## src/hw/ahb_1port_pkg.sv

```systemverilog
// Widths and AHB-Lite encodings for the single-port bus front end
// Request structs from the fetch and load/store sides
// Address-phase, slave response and per-side response structs
// One-hot grant struct

package ahb_1port_pkg;

	// ----------------------------------------------------------
	// Widths

	localparam int W_ADDR = 32;
	localparam int W_DATA = 32;

	// ----------------------------------------------------------
	// AHB-Lite encodings

	// Only single transfers, so idle and nonseq are enough
	localparam logic [1:0] HTRANS_IDLE = 2'b00;
	localparam logic [1:0] HTRANS_NSEQ = 2'b10;

	// Noncacheable nonbufferable privileged
	// bit 0 tells data from opcode fetch
	localparam logic [3:0] HPROT_DATA  = 4'b0011;
	localparam logic [3:0] HPROT_INSTR = 4'b0010;

	// Byte count as log2, word is 4 bytes
	localparam logic [2:0] HSIZE_WORD  = 3'b010;

	// ----------------------------------------------------------
	// Requester side

	// Fetch side, read only
	typedef struct packed {
		logic              req;
		logic              panic;
		logic [2:0]        hsize;
		logic [W_ADDR-1:0] haddr;
	} fetch_req_t;

	// Load/store side
	typedef struct packed {
		logic              req;
		logic              hwrite;
		logic [2:0]        hsize;
		logic [W_ADDR-1:0] haddr;
	} data_req_t;

	// Handshake and read data back to one requester
	typedef struct packed {
		logic              aph_ready;
		logic              dph_ready;
		logic              dph_err;
		logic [W_DATA-1:0] rdata;
	} side_rsp_t;

	// At most one bit set
	typedef struct packed {
		logic gnt_i;
		logic gnt_d;
	} grant_t;

	// ----------------------------------------------------------
	// Bus side

	// Master address phase
	typedef struct packed {
		logic [1:0]        htrans;
		logic [W_ADDR-1:0] haddr;
		logic              hwrite;
		logic [2:0]        hsize;
		logic [3:0]        hprot;
	} ahb_aph_t;

	// Slave data-phase response
	typedef struct packed {
		logic              hready;
		logic              hresp;
		logic [W_DATA-1:0] hrdata;
	} ahb_slv_rsp_t;

endpackage
```

## src/hw/ahb_grant_stage.sv

```systemverilog
// Arbiter between fetch and load/store requesters
// Grant held over a stalled address phase
// Priority is panic fetch, then data, then fetch

`timescale 1ns/1ps

module ahb_grant_stage (
	input  logic                      clk,
	input  logic                      rst_n,
	input  ahb_1port_pkg::fetch_req_t fetch_req_i,
	input  ahb_1port_pkg::data_req_t  data_req_i,
	input  logic                      hready_i,
	output ahb_1port_pkg::grant_t     grant_o
);

	// Address phase went out while the bus was stalled
	logic                  hold_aph;
	// Grant from the previous cycle
	ahb_1port_pkg::grant_t gnt_prev;
	// Grant for this cycle
	ahb_1port_pkg::grant_t gnt;
	logic                  gnt_any;

	assign gnt_any = gnt.gnt_i || gnt.gnt_d;

	// ----------------------------------------------------------
	// Hold state

	always_ff @(posedge clk or negedge rst_n) begin
		if (!rst_n) begin
			hold_aph <= 1'b0;
			gnt_prev <= '0;
		end else begin
			// AHB needs the address phase kept until hready
			hold_aph <= gnt_any && !hready_i;
			gnt_prev <= gnt;
		end
	end

	// ----------------------------------------------------------
	// Priority select

	always_comb begin
		gnt = '0;
		if (hold_aph) begin
			// Stalled phase keeps its owner
			gnt = gnt_prev;
		end else if (fetch_req_i.req && fetch_req_i.panic) begin
			// Fetch panic beats data
			gnt.gnt_i = 1'b1;
		end else if (data_req_i.req) begin
			gnt.gnt_d = 1'b1;
		end else if (fetch_req_i.req) begin
			gnt.gnt_i = 1'b1;
		end
	end

	assign grant_o = gnt;

	// ----------------------------------------------------------
	// Checks

	// Never both sides on the bus at once
	a_grant_not_two_hot: assert property (
		@(posedge clk) disable iff (!rst_n)
		!(gnt.gnt_i && gnt.gnt_d)
	);

endmodule

```

## config.mk

```make
export PLATFORM = sky130hd
export DESIGN_NAME = ahb_grant_stage
export DESIGN_NICKNAME = d
export VERILOG_FILES = /design/src/hw/ahb_1port_pkg.sv /design/src/hw/ahb_grant_stage.sv
export SDC_FILE = /design/constraint.sdc
export NUM_CORES = 1
export LEC_CHECK = 0
export BUFFER_PORTS_ARGS = -buffer_cell sky130_fd_sc_hd__buf_2
export CAP_MARGIN = 20
export CELL_PAD_IN_SITES_DETAIL_PLACEMENT = 0
export CELL_PAD_IN_SITES_GLOBAL_PLACEMENT = 1
export CORE_MARGIN = 8
export CORE_UTILIZATION = 10
export CTS_BUF_LIST = sky130_fd_sc_hd__clkbuf_2 sky130_fd_sc_hd__clkbuf_4 sky130_fd_sc_hd__clkbuf_8
export CTS_CLUSTER_DIAMETER = 50
export CTS_CLUSTER_SIZE = 12
export DETAILED_ROUTE_END_ITERATION = 10
export PLACE_DENSITY = 0.95
export RECOVER_POWER = 100
export SYNTH_ARGS = -nofsm -noshare
export SYNTH_HDL_FRONTEND = slang
export SYNTH_SLANG_ARGS = --single-unit
```

## constraint.sdc

```tcl
create_clock -name clk -period 1.4 [get_ports clk]
set_input_delay 0.07 -clock clk [delete_from_list [all_inputs] [get_ports clk]]
set_output_delay 0.07 -clock clk [all_outputs]
set_load 0.005 [all_outputs]
```

==> impl_metrics.yaml <==
status:
  status: "finished, final reports clean"
power_and_ir_drop:
  p_leak_uw: 0.000106
  power_frac_seq_pct: 33.3
  vdd_ir_drop_max_v: 0.000224
  switchingPower_uw: 73.9
  cellPowerDensity_mw_per_mm2: 1370
  p_int_uw: 246
  switching_share_pct: 23.1
  pwr-share-clk_pct: 54.3
  comb_power_share_pct: 12.4
synth:
  seq_area_frac_synth_pct: 57.1
  netlist_area_um2: 131
  yosysUniqueCellTypes: 9
  syn_area_per_cell_um2: 10.1
  yosysWarnings: 0
  syn_inst: 13
  synth_nets: 90
  synth_seq_cells: 3
critical_path:
  path_class: "flip-flop to output pin"
  worstReg2RegStart: "hold_aph"
  crit_required_ps: 1330
  cpLargestDelayFamily: "flip-flops"
  ff2ff_setup_slack_ps: 470
  worstPathArrival_ps: 1220
  worst_setup_path_start_kind: "flip-flop"
  rr_worst_depth: 2
  crit_path_max_fanout: 6
  worst_path_max_delay_cell: "dfrtp_1"
  critPathMaxStageDelay_ps: 410
  crit_path_end_kind: "output pin"
  crit_chain: "nand2b_1 -> o21ai_0 -> buf_2"
  r2r-end: "gnt_prev[1]"
  crit_buf_inv: 1
drt:
  routedWlPerCell_um: 9.05
  drc_errors: 0
  wl_um: 371
  dr.first_iter.drc_count: 0
  ant_nets: 0
  vias: 143
  vias_per_cell: 3.49
  first_pass_iters: 1
global_route:
  met1_usage_pct: 2.11
  grt_pass1_wl_um: 565
  grt_pass1_vias: 159
  grt_util_all_layers_pct: 3.32
  grt_util_met3_pct: 1.70
  top_usage_layer: "met4"
  use_met2_pct: 4.20
  grt_antenna_before_repair: 0
  grt_max_degree: 7
  overflow: 0
clock_network:
  cts_num_sinks: 3
  h-tree-depth: 1
  clk_latency_ps: 240
  tritoncts: "yes"
  clockBufferDepth: 2
  cts_setup_buffers: 0
  clk_pin_slew_ps: 40
  cts_buffers: 3
  cts-resized-gates: 0
  cts_root_buffer: "clkbuf_4"
finish:
  stdcell_count: 41
  n_antenna_cell: 0
  nNetsFinal: 104
  final_layout_size_suffix_gt1_share_pct: 38.5
  stdcell_area_um2: 233
  area_delta_synth_final_pct: 77.1
sta:
  tns_ps: 0
  fin_skew_ps: 4.99
  max_freq_mhz: 776
  period_needed_ps: 1290
  drv_slew: 0
  hold_viol: 0
  tightest_slew_ps: 271
  finalSetupViolations: 0
  slew-limit-headroom_pct: 81.7
  finalCritPeriodShare_pct: 92.0
  rsz0062_at_grt: "no"
place:
  placedCellCount: 35
  numPortBuffers: 7
  gp_congestion: 0.730
  place_hpwl_um: 289
  placed_cell_area_um2: 185
floorplanning:
  die_w_um: 52.2
  fp.dieH_um: 52.2
  start_util_pct: 10.4
  std_cell_rows: 13
  io_pins: 79
  core_area_mm2: 0.00127
  dieArea_mm2: 0.00273
run:
  cap_viol_max_count: 0
hold_path:
  hold_class: "input pin to async pin"
## power groups by stage
stage          sequential [uW]  combinational, uW  clock, uW
4_1_cts                    106               42.0        184
6_report                   106               39.6        174
5_1_grt                    107               46.4        188
3_5_place_dp               107               37.6          0
3_3_place_gp               107               36.3          0
2_1_floorplan              105               17.1          0
## synthesized netlist by cell type
library cell	n	area, um2
dfrtp_1	3	75.1
nand2_1	2	7.51
o21ai_0	2	10.0
a211oi_1	1	7.51
a21bo_2	1	10.0
nand2b_1	1	6.26
nor2_1	1	3.75
nor2b_1	1	6.26
nor3_1	1	5.00
## what timing repair did
action | CTS | global route
hold buffers | 2 | 0
setup endpoints to repair | 0 | 0
endpoints found under the hold margin | 4 | 0
## final cells by class
type / count / area (um2)
fillers: 148 / 1040
well taps: 15 / 18.8
flip-flops and latches: 3 / 75.1
clock buffers: 4 / 30.0
repair buffers: 9 / 52.6
multi-input cells: 10 / 56.3
## sequential cells by signal (all words and copies together), names as in the netlist
register / flops
gnt_prev: 2
hold_aph: 1
## cell families (layout without fill, tap and decap cells)
family,after synthesis,count (layout),synth area share [%]
buf+inv,0,13,0
simple gates,6,6,21.9
flops,3,3,57.1
compound gates,4,4,21.0
## worst register-to-register path: cells and delay by family, from the launching register on
kind,cells,cell delay (ps)
flip-flops,1,410
AO/OA/AOI/OAI,1,240
AND/OR/NAND/NOR,1,150
## worst max-delay path by stage
stage          startpoint           to  slack [ps]  cells past startpoint
3_3_place_gp     hold_aph   grant_o[1]         400                      3
3_5_place_dp     hold_aph   grant_o[1]         360                      3
5_1_grt          hold_aph   grant_o[1]          30                      3
2_1_floorplan    hold_aph  gnt_prev[1]         530                      2
6_report         hold_aph   grant_o[1]         110                      3
4_1_cts          hold_aph   grant_o[1]         100                      3
## through the flow
stage | utilization [%] | setup slack (ps) | power (uW) | hold slack, ps
2_1_floorplan | - | 535 | 122 | -226
3_3_place_gp | 14.6 | 403 | 143 | -135
3_5_place_dp | 14.6 | 360 | 145 | -134
4_1_cts | 18.5 | 96.1 | 333 | 155
5_1_grt | 18.3 | 33.6 | 342 | 198
6_report | 18.3 | 112 | 320 | 168
## per-layer routing
metal / vias to the layer above / part of all wire (%)
met5: - / 0
met4: 0 / 5.7
met3: 2 / 14
met2: 7 / 47
met1: 64 / 33
li1: 70 / -
## cell usage in the layout, fill, tap and decap left out
cell and count:
nand2_1 2, clkbuf_4 4, dfrtp_1 3, nand2b_1 1
nor2b_1 1, o21ai_0 2, nor2_1 1, clkbuf_1 2
a211oi_1 1, nor3_1 1, a21bo_2 1, dlygate4sd3_1 2
buf_2 5
Power figures use the tool's default switching activity.
