File: src/hw/ahb_1port_pkg.sv
// Widths and AHB-Lite encodings for the single-port bus front end
// Request structs from the fetch and load/store sides
// Address-phase, slave response and per-side response structs
// One-hot grant struct

package ahb_1port_pkg;

	// ----------------------------------------------------------
	// Widths

	localparam int W_ADDR = 32;
	localparam int W_DATA = 32;

	// ----------------------------------------------------------
	// AHB-Lite encodings

	// Only single transfers, so idle and nonseq are enough
	localparam logic [1:0] HTRANS_IDLE = 2'b00;
	localparam logic [1:0] HTRANS_NSEQ = 2'b10;

	// Noncacheable nonbufferable privileged
	// bit 0 tells data from opcode fetch
	localparam logic [3:0] HPROT_DATA  = 4'b0011;
	localparam logic [3:0] HPROT_INSTR = 4'b0010;

	// Byte count as log2, word is 4 bytes
	localparam logic [2:0] HSIZE_WORD  = 3'b010;

	// ----------------------------------------------------------
	// Requester side

	// Fetch side, read only
	typedef struct packed {
		logic              req;
		logic              panic;
		logic [2:0]        hsize;
		logic [W_ADDR-1:0] haddr;
	} fetch_req_t;

	// Load/store side
	typedef struct packed {
		logic              req;
		logic              hwrite;
		logic [2:0]        hsize;
		logic [W_ADDR-1:0] haddr;
	} data_req_t;

	// Handshake and read data back to one requester
	typedef struct packed {
		logic              aph_ready;
		logic              dph_ready;
		logic              dph_err;
		logic [W_DATA-1:0] rdata;
	} side_rsp_t;

	// At most one bit set
	typedef struct packed {
		logic gnt_i;
		logic gnt_d;
	} grant_t;

	// ----------------------------------------------------------
	// Bus side

	// Master address phase
	typedef struct packed {
		logic [1:0]        htrans;
		logic [W_ADDR-1:0] haddr;
		logic              hwrite;
		logic [2:0]        hsize;
		logic [3:0]        hprot;
	} ahb_aph_t;

	// Slave data-phase response
	typedef struct packed {
		logic              hready;
		logic              hresp;
		logic [W_DATA-1:0] hrdata;
	} ahb_slv_rsp_t;

endpackage
File: src/hw/ahb_dphase_router.sv
// Data-phase ownership tracking for fetch and load/store
// Routes hready, hresp and read data back to the owning side
// aph_ready follows the grant, dph_ready and dph_err follow ownership

`timescale 1ns/1ps

module ahb_dphase_router (
	input  logic                        clk,
	input  logic                        rst_n,
	input  ahb_1port_pkg::grant_t       grant_i,
	input  ahb_1port_pkg::ahb_slv_rsp_t slv_rsp_i,
	output ahb_1port_pkg::side_rsp_t    rsp_i_o,
	output ahb_1port_pkg::side_rsp_t    rsp_d_o
);

	// Owner of the data phase now on the bus
	logic own_i;
	logic own_d;

	// ----------------------------------------------------------
	// Ownership

	always_ff @(posedge clk or negedge rst_n) begin
		if (!rst_n) begin
			own_i <= 1'b0;
			own_d <= 1'b0;
		end else if (slv_rsp_i.hready) begin
			// Accepted address phase becomes the next data phase
			own_i <= grant_i.gnt_i;
			own_d <= grant_i.gnt_d;
		end
	end

	// ----------------------------------------------------------
	// Response routing

	// Same gating for either side
	function automatic ahb_1port_pkg::side_rsp_t route(
		input logic                        gnt,
		input logic                        own,
		input ahb_1port_pkg::ahb_slv_rsp_t rsp
	);
		ahb_1port_pkg::side_rsp_t r;
		r.aph_ready = rsp.hready && gnt;
		r.dph_ready = rsp.hready && own;
		// Reported in both error cycles
		// lets the owner squash a trailing access early
		r.dph_err   = own && rsp.hresp;
		// Read data fans out, only the owner samples it
		r.rdata     = rsp.hrdata;
		return r;
	endfunction

	assign rsp_i_o = route(grant_i.gnt_i, own_i, slv_rsp_i);
	assign rsp_d_o = route(grant_i.gnt_d, own_d, slv_rsp_i);

	// ----------------------------------------------------------
	// Checks

	// One data phase in flight, one owner
	a_owner_not_two_hot: assert property (
		@(posedge clk) disable iff (!rst_n)
		!(own_i && own_d)
	);

endmodule

File: config.mk
export PLATFORM = sky130hd
export DESIGN_NAME = ahb_dphase_router
export DESIGN_NICKNAME = d
export VERILOG_FILES = /design/src/hw/ahb_1port_pkg.sv /design/src/hw/ahb_dphase_router.sv
export SDC_FILE = /design/constraint.sdc
export NUM_CORES = 1
export LEC_CHECK = 0
export ABC_AREA = 1
export BUFFER_PORTS_ARGS = -buffer_cell sky130_fd_sc_hd__buf_4
export CAP_MARGIN = 25
export CORE_MARGIN = 2
export CORE_UTILIZATION = 28
export DETAILED_ROUTE_END_ITERATION = 8
export GPL_TIMING_DRIVEN = 0
export HOLD_SLACK_MARGIN = 0.12
export PLACE_DENSITY_LB_ADDON = 0.15
export SLEW_MARGIN = 20
export SYNTH_ARGS = -nofsm -noshare
export SYNTH_HDL_FRONTEND = slang
export SYNTH_SLANG_ARGS = --single-unit
File: constraint.sdc
create_clock -name clk -period 0.96 [get_ports clk]
set_input_delay 0.096 -clock clk [delete_from_list [all_inputs] [get_ports clk]]
set_output_delay 0.096 -clock clk [all_outputs]
set_load 0.03 [all_outputs]
==> results by stage <==
Clock tree:
- In this run, CTS created clock tree buffers numbering 3.
- The longest clock path from root to sink contains 2 buffers.
- The insertion delay to the later sink of the worst-skew pair is around 220 ps.
- Clock-pin slew was measured on the worst setup and hold paths at ~30 ps.
- The CTS sink count is 2.
- The number of H-tree levels is 1.
- TritonCTS built the clock tree.
- The library cell used as clock root buffer is sky130_fd_sc_hd__clkbuf_4.

Power:
- Of the total power, registers draw 0.089.
- VDD sags by at most about 0.00053 V.
- Summed over all nets, the switching power comes to ~490 µW.
- The share of total power in the clock network is 0.172.
- For this design the static power due to leakage is around 0.0008 µW.
- For this design the ratio of total power to cell area is slightly below 900 nW/µm².
- The relative contribution of combinational cells to total power is 0.739.
- Internal power comes to 619 µW.
- The switching power as a share of total power is 0.440.

Placed design:
- The number of buffers inserted by port buffering is between 70 and 80.
- The wire-length estimate of the detail-placed layout is about 1.5 mm.
- The final weighted congestion in routability-driven placement is 0.621.

Timing:
- The maximum achievable frequency is around 1100 MHz.
- The worst hold slack after final layout is roughly 160 ps.
- The number of hold-slack violations in the final timing report is 0.
- Setup repair after global routing could not meet its margin everywhere.
- The max-slew violation count was 0.
- Setup violations remaining at the end of the flow were counted as 0.
- In this run the tightest slew margin relative to its limit is 0.935.
- Setup total negative slack on the finished layout was measured at 0 ps.
- The final worst-path cycle share is 0.977.
- The post-route minimum period is 938 ps.
- The worst clock skew is 0 ps.
- The transition time at the pin with the least slew margin is 96.8 ps.

Global routing:
- The first-pass GRT wire length is around 2.3 mm.
- The global router's overall resource usage is 0.117.
- The maximum number of pins on one net before global-route repair is 6.
- The number of global-route vias before repair is around 610.
- The initial antenna violation count came to 0.
- The leftover overflow at the end of global routing is 0.

Cells and area:
- The share of cells above drive strength 1 is 0.866.
- The library cell used most frequently in the layout, excluding fill and tap cells, is sky130_fd_sc_hd__buf_4.
- The layout has approximately 180 filler cells.
- The final layout contains 204 nets.
- The fraction of the core area covered by cells at the end of the flow is 0.635.
- The count of antenna diodes in the layout is 0.
- The layout overhead on the synthesized area is 112%.
- In the layout the commonest cells are sky130_fd_sc_hd__buf_4 (135), sky130_fd_sc_hd__nand2_1 (10), sky130_fd_sc_hd__inv_1 (7).

Yosys:
- The post-synthesis cell area is 594 µm².
- The number of instances in the synthesized netlist is 83.
- Averaged over all synthesized cells, the footprint is between 7 and 8 µm².
- Yosys printed 0 warnings.
- Counting distinct cell types in the post-synthesis netlist gives 4.
- When the netlist entered floorplanning its net count stood at between 100 and 150.
- For this run, the register share of the synthesized area comes to 0.0842.
- Sorting the synthesized cells by area gives the leading types as sky130_fd_sc_hd__buf_4 (81%), sky130_fd_sc_hd__dfrtp_1 (8.4%), sky130_fd_sc_hd__nand2_1 (6.3%).
- The flop and latch count out of synthesis is 2.
- The library cell with the largest summed area after synthesis is sky130_fd_sc_hd__buf_4.
- The portion of synthesized cell area occupied by the leading cell type is 0.808.

Detailed routing:
- The number of remaining DRC errors is 0.
- Dividing the detail-routed wire length by the instance count gives 8.52 µm.
- The first-iteration detailed-routing DRC count is 1.
- The pre-antenna-repair detailed-routing pass consisted of 2 iterations.
- The routed layout has 678 vias.
- The number of antenna-violating nets in the routed design is 0.
- The total wire length after detailed routing is between 1.5 and 2 mm.
- The number of vias per cell after detailed routing is roughly 3.5.

Floorplanning:
- The effective utilization at floorplan is 0.300.
- For this design the top-level I/O count stands at approximately 110.
- After floorplanning, the core was sized to cover around 2000 µm².
- The die outline height is between 50 and 60 µm.
- The die outline area is ~2500 µm².
- The count of standard-cell rows is 16.
- The die outline width is 50.1 µm.

Setup path:
- The worst path required time is ~860 ps.
- The arrival time reported for the critical path endpoint is roughly 840 ps.
- Of all nets on the critical path, the largest fanout is 3.
- The kind of critical path is reg2out.
- STA classifies the critical path endpoint as an output pin.
- The kind of start point of the critical path is a register.

Worst hold path:
- The classification of the worst-slack hold path is in2reg.

Job:
- The number of max-cap violations is 0.

Run status:
- The run finished with clean final reports.
[area by class of cell]
type	count	area (µm²)	area share
Buffer	64	480	0.382
Clock buffer	3	22.5	0.0179
Inverter	7	26.3	0.0209
Multi-Input combinational cell	10	37.5	0.0298
Sequential cell	2	50.0	0.0398
Tap cell	27	33.8	0.0268
Timing Repair Buffer	78	608	0.483
[metrics by stage]
| step | cells | cell area, µm² | worst slack (ps) | total power, µW |
|---|---|---|---|---|
| 6_report | 191 | 1260 | 22.3 | 1110 |
| 2_1_floorplan | 83 | 594 | 284 | 647 |
| 4_1_cts | 191 | 1260 | 1.89 | 1120 |
| 5_1_grt | 191 | 1260 | -21.1 | 1150 |
| 3_5_place_dp | 185 | 1190 | 231 | 903 |
| 3_3_place_gp | 185 | 1190 | 232 | 898 |
[timing repair]
item | in CTS | in global routing
pin swaps | 1 | 0
endpoints found under the setup margin | 4 | 4
resized for setup | 4 | 0
hold buffers | 3 | 0
buffers inserted | 0 | 0
hold endpoints to repair | 4 | 0
[worst max-delay path: stages, from the launching register on]
cell	delay (ps)
sky130_fd_sc_hd__dfrtp_1	380
sky130_fd_sc_hd__nand2_1	60
sky130_fd_sc_hd__inv_1	40
sky130_fd_sc_hd__buf_6	130
[path summary, 6_finish.rpt]
path,end,depth (start not counted),slack [ps],from
hold / removal,own_i,4,160,slv_rsp_i[33]
min in group asynchronous,own_i,2,210,rst_n
setup reg to reg,own_d,2,340,own_d
hold reg to reg,own_i,2,500,own_i
max in group asynchronous,own_d,2,670,rst_n
setup / recovery,rsp_d_o[33],3,20,own_d
[cell families after synthesis]
group / synth area share
buffers and inverters: 0.853
and+or+nand+nor: 0.0632
DFF: 0.0842
[sequential cells by signal, indices dropped and copies added, names as in the netlist]
signal and flops:
own_d 1, own_i 1
[Yosys cell counts]
cell / number
sky130_fd_sc_hd__buf_4: 64
sky130_fd_sc_hd__dfrtp_1: 2
sky130_fd_sc_hd__nand2_1: 10
sky130_fd_sc_hd__inv_1: 7
[routing by layer]
metal / track usage / up-vias / part of all wire
met5: 0 / - / 0
met2: 0.232 / 52 / 0.60
met3: 0.0424 / 0 / 0.15
met1: 0.0934 / 285 / 0.25
met4: 0.0694 / 0 / 0
li1: - / 341 / -
[power groups by stage]
stage	Sequential [µW]	Combinational, µW	Clock [µW]
2_1_floorplan	97.6	550	0
3_3_place_gp	99.1	799	0
3_5_place_dp	98.9	804	0
4_1_cts	98.1	823	204
5_1_grt	99.3	852	201
6_report	97.9	817	190
Power figures use the tool's default switching activity.
