<file path="config.mk">
export PLATFORM = sky130hd
export DESIGN_NAME = ahb_aphase_mux
export DESIGN_NICKNAME = d
export VERILOG_FILES = /design/src/hw/ahb_1port_pkg.sv /design/src/hw/ahb_aphase_mux.sv
export SDC_FILE = /design/constraint.sdc
export NUM_CORES = 1
export LEC_CHECK = 0
export BUFFER_PORTS_ARGS = -buffer_cell sky130_fd_sc_hd__buf_2
export CAP_MARGIN = 20
export CORE_UTILIZATION = 23
export DETAILED_ROUTE_END_ITERATION = 10
export GPL_TIMING_DRIVEN = 0
export PLACE_DENSITY = 0.84
export SETUP_SLACK_MARGIN = 0.3
export SYNTH_ARGS = -nofsm -noshare
export SYNTH_HDL_FRONTEND = slang
export SYNTH_SLANG_ARGS = --single-unit
</file>
<file path="constraint.sdc">
create_clock -name vclk -period 0.8
set_input_delay 0.08 -clock vclk [all_inputs]
set_output_delay 0.08 -clock vclk [all_outputs]
set_load 0.005 [all_outputs]
</file>
<file path="src/hw/ahb_1port_pkg.sv">
// Widths and AHB-Lite encodings for the single-port bus front end
// Request structs from the fetch and load/store sides
// Address-phase, slave response and per-side response structs
// One-hot grant struct

package ahb_1port_pkg;

	// ----------------------------------------------------------
	// Widths

	localparam int W_ADDR = 32;
	localparam int W_DATA = 32;

	// ----------------------------------------------------------
	// AHB-Lite encodings

	// Only single transfers, so idle and nonseq are enough
	localparam logic [1:0] HTRANS_IDLE = 2'b00;
	localparam logic [1:0] HTRANS_NSEQ = 2'b10;

	// Noncacheable nonbufferable privileged
	// bit 0 tells data from opcode fetch
	localparam logic [3:0] HPROT_DATA  = 4'b0011;
	localparam logic [3:0] HPROT_INSTR = 4'b0010;

	// Byte count as log2, word is 4 bytes
	localparam logic [2:0] HSIZE_WORD  = 3'b010;

	// ----------------------------------------------------------
	// Requester side

	// Fetch side, read only
	typedef struct packed {
		logic              req;
		logic              panic;
		logic [2:0]        hsize;
		logic [W_ADDR-1:0] haddr;
	} fetch_req_t;

	// Load/store side
	typedef struct packed {
		logic              req;
		logic              hwrite;
		logic [2:0]        hsize;
		logic [W_ADDR-1:0] haddr;
	} data_req_t;

	// Handshake and read data back to one requester
	typedef struct packed {
		logic              aph_ready;
		logic              dph_ready;
		logic              dph_err;
		logic [W_DATA-1:0] rdata;
	} side_rsp_t;

	// At most one bit set
	typedef struct packed {
		logic gnt_i;
		logic gnt_d;
	} grant_t;

	// ----------------------------------------------------------
	// Bus side

	// Master address phase
	typedef struct packed {
		logic [1:0]        htrans;
		logic [W_ADDR-1:0] haddr;
		logic              hwrite;
		logic [2:0]        hsize;
		logic [3:0]        hprot;
	} ahb_aph_t;

	// Slave data-phase response
	typedef struct packed {
		logic              hready;
		logic              hresp;
		logic [W_DATA-1:0] hrdata;
	} ahb_slv_rsp_t;

endpackage
</file>
<file path="src/hw/ahb_aphase_mux.sv">
// Address-phase mux for the shared AHB-Lite master port
// Turns the granted request into htrans, haddr, hwrite, hsize, hprot

`timescale 1ns/1ps

module ahb_aphase_mux (
	input  ahb_1port_pkg::grant_t     grant_i,
	input  ahb_1port_pkg::fetch_req_t fetch_req_i,
	input  ahb_1port_pkg::data_req_t  data_req_i,
	output ahb_1port_pkg::ahb_aph_t   aph_o
);

	// ----------------------------------------------------------
	// Address phase select

	always_comb begin
		if (grant_i.gnt_d) begin
			// Load/store, read or write
			aph_o.htrans = ahb_1port_pkg::HTRANS_NSEQ;
			aph_o.haddr  = data_req_i.haddr;
			aph_o.hsize  = data_req_i.hsize;
			aph_o.hwrite = data_req_i.hwrite;
			aph_o.hprot  = ahb_1port_pkg::HPROT_DATA;
		end else if (grant_i.gnt_i) begin
			// Opcode fetch, always a read
			aph_o.htrans = ahb_1port_pkg::HTRANS_NSEQ;
			aph_o.haddr  = fetch_req_i.haddr;
			aph_o.hsize  = fetch_req_i.hsize;
			aph_o.hwrite = 1'b0;
			aph_o.hprot  = ahb_1port_pkg::HPROT_INSTR;
		end else begin
			// Bus idle
			// zeroed fields keep the address bus quiet
			aph_o.htrans = ahb_1port_pkg::HTRANS_IDLE;
			aph_o.haddr  = '0;
			aph_o.hsize  = '0;
			aph_o.hwrite = 1'b0;
			aph_o.hprot  = '0;
		end
	end

endmodule

</file>
==> results of run 1 <==
==> cell type report <==
cell class / instances / area [sq um] / area share, %
well taps: 27 / 33.78 / 2.498
multi-input cells: 45 / 376.6 / 27.84
repair buffers: 121 / 777.0 / 57.45
plain buffers: 13 / 165.2 / 12.21
==> synthesized netlist by cell type <==
master / number
o21ai_1: 2
conb_1: 1
buf_8: 3
and2_1: 1
buf_4: 6
nor2b_4: 1
nand2_1: 4
buf_6: 2
dlymetal6s2s_1: 2
or2_1: 1
a22o_1: 33
==> power by group through the flow <==
stage | clock [mW] | combinational [mW] | sequential, mW
floorplan | 0 | 0.278 | 0
global placement | 0 | 0.597 | 0
detailed placement | 0 | 0.613 | 0
CTS | 0 | 0.752 | 0
global route | 0 | 0.827 | 0
finish | 0 | 0.757 | 0
==> worst max-delay path by stage <==
| stage | endpoint | slack (ns) | depth (start not counted) | start |
|---|---|---|---|---|
| final | aph_o[18] | -0.16 | 6 | grant_i[1] |
| after global routing | aph_o[15] | -0.18 | 6 | grant_i[1] |
| after CTS | aph_o[4] | -0.15 | 6 | grant_i[1] |
| after detailed placement | aph_o[4] | -0.17 | 6 | grant_i[1] |
| after global placement | aph_o[4] | -0.17 | 6 | grant_i[1] |
| after floorplan | aph_o[10] | 0.11 | 4 | grant_i[1] |
==> metal layers <==
metal  part of all wire [%]  vias to the layer above  GRT usage (%)
met2                     56                       66          38.11
met5                      0                        -              0
met3                     11                        0         0.3774
li1                       -                      467              -
met1                     33                      402          17.78
met4                      0                        0              0
==> cells by family (layout without fill, tap and decap cells) <==
group / after synthesis / after routing
AO/OA/AOI/OAI: 35 / 35
buffers and inverters: 13 / 134
AND/OR/NAND/NOR: 7 / 7
other: 1 / 3
==> critical path, cell delays in order <==
cell and delay (ns):
buf_6 0.09, nor2b_4 0.12, buf_12 0.14, buf_16 0.13, a22o_1 0.18, buf_2 0.12
==> what timing repair did <==
action / in CTS / in global routing
pin swaps: 4 / 1
resized for setup: 19 / 1
cloned: 4 / 0
setup buffers: 4 / 1
endpoints found under the setup margin: 39 / 38
==> key figures, run 1 <==
Timing
  • Max-slew violations: 0
  • Tcrit/Tclk final: 119.6%
  • Max Fclk: 1.045 GHz
  • Hold Vio Cnt, Final: 0
  • Sum Neg Setup Slack: -4.547 ns
  • Fin crit period: 0.9569 ns
  • Final setup fails: 34
  • RSZ-0062 raised after global routing: true
  • Final WS setup: -0.1569 ns
  • Hold slack: 0.4356 ns

Global routing
  • Overall Global Routing Usage: 17.01%
  • GRT overflow: 0
  • Largest net degree at the start of global routing: 11
  • First-pass GRT wire length: 2856 microns
  • Initial antenna violation count: 0
  • Number of global-route vias before repair: 721

Synth
  • XOR/XNOR Fraction of Synth Area: 0%
  • Post-synthesis sequential area ratio: 0%
  • Synth Area per Inst: 8.602 sq um
  • Synth top area share: 60.00%
  • Leading area contributor after synthesis: a22o_1
  • Netlist cell types: 11
  • Yosys warning total: 0
  • Simple-gate share of the synthesized area: 8.571%
  • Compound-Gate Fraction of Synth Area: 62.08%
  • Synth Area in Adders: 0%
  • Largest family of logic cells by synthesized area: compound AO/OA/AOI/OAI gates
  • Syn Inst Count: 56
  • Post-synthesis mux area share: 0%
  • Post-Syn Area: 481.7 sq um
  • Synth top area cells: a22o_1, buf_4, buf_8

Clock network
  • Hold_buf cts: 0

Floorplan
  • Die width: 47.77 microns
  • Core area: 1962 sq um
  • Initial core utilization: 24.55%
  • Die area: 2282 sq um
  • Die Span Y: 47.77 microns
  • FP Rows: 16
  • IO Count: 118

Final layout
  • # clk buffers: 0
  • Non-Filler Instances: 206
  • # fillers: 170
  • Post-Layout Inst Area: 1353 sq um
  • Layout cells sized above 1: 77.09%
  • Final #Nets: 257
  • Most frequent cells in the layout: buf_2, a22o_1, buf_6
  • Layout Utilization: 68.94%
  • Number of sequential cells: 0
  • Antenna diodes: 0
  • FF/Latch Area: 0 sq um
  • Commonest non-fill, non-tap cell in the layout: buf_2
  • Area Overhead vs Synth: 180.8%

Pwr
  • Sequential Power Share: 0%
  • P_leak: 0.8237 nW
  • Clock power share: 0%
  • Int Power: 0.4949 mW
  • PwrDens: 559.8 nW/um^2
  • Switching pwr: 0.2622 mW
  • Share of total power in combinational logic: 100.0%
  • VDD IR-drop max: 0.2919 mV
  • Final Power: 0.7571 mW
  • Sw Ratio: 34.63%

Place
  • Dpl cell area: 1106 sq um
  • Placed cell count: 197
  • Pre-CTS WS: -0.1691 ns
  • IO Port Bufs: 112
  • Dpl hpwl: 1883 microns
  • Gpl congestion: 0.6774

Outcome
  • Violated checks: negative setup slack
  • Status: complete, but fails checks

Routing
  • Routed vias/inst: 4.539
  • Final wirelength: 2384 microns
  • WL/cell: 11.57 microns
  • DRC: 0
  • Via count: 935
  • Pre-antenna DRT Iters: 4
  • Initial drt markers: 3
  • ANT nets after route: 0

Job
  • Max-cap violations: 0

Hold path
  • Hold Startpoint: fetch_req_i[12]
  • Hold WC Path Type: in -> out
  • Cell depth of the worst hold path: 3
  • Worst hold endpoint: aph_o[20]

Worst setup path
  • Critical Path RT: 0.72 ns
  • Worst Path Arrival: 0.88 ns
  • Critical path startpoint category: input port
  • Critical path endpoint category: output pin
  • Worst-path fanout max: 7
  • Crit Path Category: in -> out
Power figures use the tool's default switching activity.
==> run 2: changes to the inputs <==
clock period = 0.95 ns   (was 0.8 ns; I/O delays follow)
==> key figures, run 2 (synthesis results as in run 1) <==
Worst setup path
  • Critical path startpoint category: input port
  • Critical path endpoint: aph_o[31]
  • Crit Path Category: in -> out
  • Worst Path Arrival: 0.88 ns
  • Critical path endpoint category: output pin
  • Crit path launch: grant_i[1]
  • Worst-path fanout max: 6
  • Critical Path RT: 0.85 ns

Timing
  • Final WS setup: -0.02916 ns
  • Fin crit period: 0.9792 ns
  • Max Fclk: 1.021 GHz
  • Hold slack: 0.4642 ns
  • Sum Neg Setup Slack: -0.3299 ns
  • RSZ-0062 raised after global routing: true
  • Max-slew violations: 0
  • Tcrit/Tclk final: 103.1%
  • Hold Vio Cnt, Final: 0
  • Final setup fails: 27

Routing
  • ANT nets after route: 0
  • Initial drt markers: 4
  • Final wirelength: 2229 microns
  • Routed vias/inst: 4.547
  • DRC: 0
  • Via count: 923
  • Pre-antenna DRT Iters: 3
  • WL/cell: 10.98 microns

Pwr
  • PwrDens: 463.7 nW/um^2
  • Final Power: 0.5877 mW
  • P_leak: 0.7892 nW
  • VDD IR-drop max: 0.2357 mV

Floorplan
  • IO Count: 118
  • Die width: 47.77 microns
  • Core area: 1962 sq um
  • FP Rows: 16
  • Die Span Y: 47.77 microns
  • Die area: 2282 sq um
  • Initial core utilization: 24.55%

Place
  • Dpl cell area: 1091 sq um
  • Dpl hpwl: 1853 microns
  • IO Port Bufs: 112
  • Gpl congestion: 0.6637

Global routing
  • GRT overflow: 0
  • Initial antenna violation count: 0
  • First-pass GRT wire length: 2718 microns
  • Number of global-route vias before repair: 725
  • Largest net degree at the start of global routing: 11
  • Overall Global Routing Usage: 15.79%

Final layout
  • Most frequent cells in the layout: buf_2, a22o_1, buf_8, buf_4, buf_6
  • Layout cells sized above 1: 76.70%
  • Area Overhead vs Synth: 163.1%
  • FF/Latch Area: 0 sq um
  • Antenna diodes: 0
  • Number of sequential cells: 0
  • Final #Nets: 254
  • Commonest non-fill, non-tap cell in the layout: buf_2
  • # clk buffers: 0
  • Post-Layout Inst Area: 1267 sq um
  • Layout Utilization: 64.60%

Outcome
  • Violated checks: negative setup slack
  • Status: complete, but fails checks

Job
  • Max-cap violations: 0

Hold path
  • Hold WC Path Type: in -> out
-- run 2: cell types whose count changed in the layout (fill, tap and decap cells not counted) --
| cell | change |
|---|---|
| buf_16 | -3 |
| bufbuf_16 | +1 |
| clkbuf_16 | +1 |
| nand2_2 | +1 |
| buf_12 | -3 |
| buf_4 | +1 |
| nand2_4 | -1 |
| buf_8 | +1 |
| buf_2 | +1 |
| buf_6 | -2 |
-- run 2: area by class of cell --
class,count,area [sq um]
buffer,13,148.9
fill,185,694.4
timing repair buffer,118,713.2
multi-input combinational,45,371.6
tap,27,33.78
-- run 2: metal layers --
layer,global-route usage [%],share of wire (%),vias up
li1,-,-,459
met1,18.22,36,407
met2,31.62,54,55
met3,0.3774,9.0,2
met4,3.333,0.54,0
met5,0,0,-
-- run 2: what timing repair did --
action                                  CTS  global route
pin swaps                                 8             7
setup buffers                             2             0
gates cloned                              3             1
resized for setup                        14             6
endpoints found under the setup margin   38            38
hold buffers                              0             0
-- run 2: how the worst min path moves through the flow --
| stage | from | end | cells after the start |
|---|---|---|---|
| 2_1_floorplan | grant_i[0] | aph_o[0] | 1 |
| 3_3_place_gp | data_req_i[27] | aph_o[35] | 4 |
| 3_5_place_dp | fetch_req_i[8] | aph_o[16] | 3 |
| 4_1_cts | fetch_req_i[8] | aph_o[16] | 3 |
| 5_1_grt | fetch_req_i[15] | aph_o[23] | 3 |
| 6_report | fetch_req_i[8] | aph_o[16] | 3 |
-- run 2: worst max-delay path, cell delays in order --
cell and delay, ns:
buf_8 0.09, nor2b_4 0.12, buf_8 0.14, clkbuf_16 0.14, a22o_1 0.17, buf_2 0.12
-- run 2: through the flow --
| stage | cells | worst slack, ns |
|---|---|---|
| 5_1_grt | 203 | -0.05043 |
| 3_5_place_dp | 197 | -0.06142 |
| 4_1_cts | 202 | -0.03373 |
| 2_1_floorplan | 58 | 0.2280 |
| 3_3_place_gp | 197 | -0.04769 |
| 6_report | 203 | -0.02916 |
-- run 2: power breakdown --
group	leakage (nW)	internal, mW	switching (mW)	total, mW
sequential	0	0	0	0
combinational	0.789	0.385	0.203	0.588
clock	0	0	0	0
total	0.789	0.385	0.203	0.588
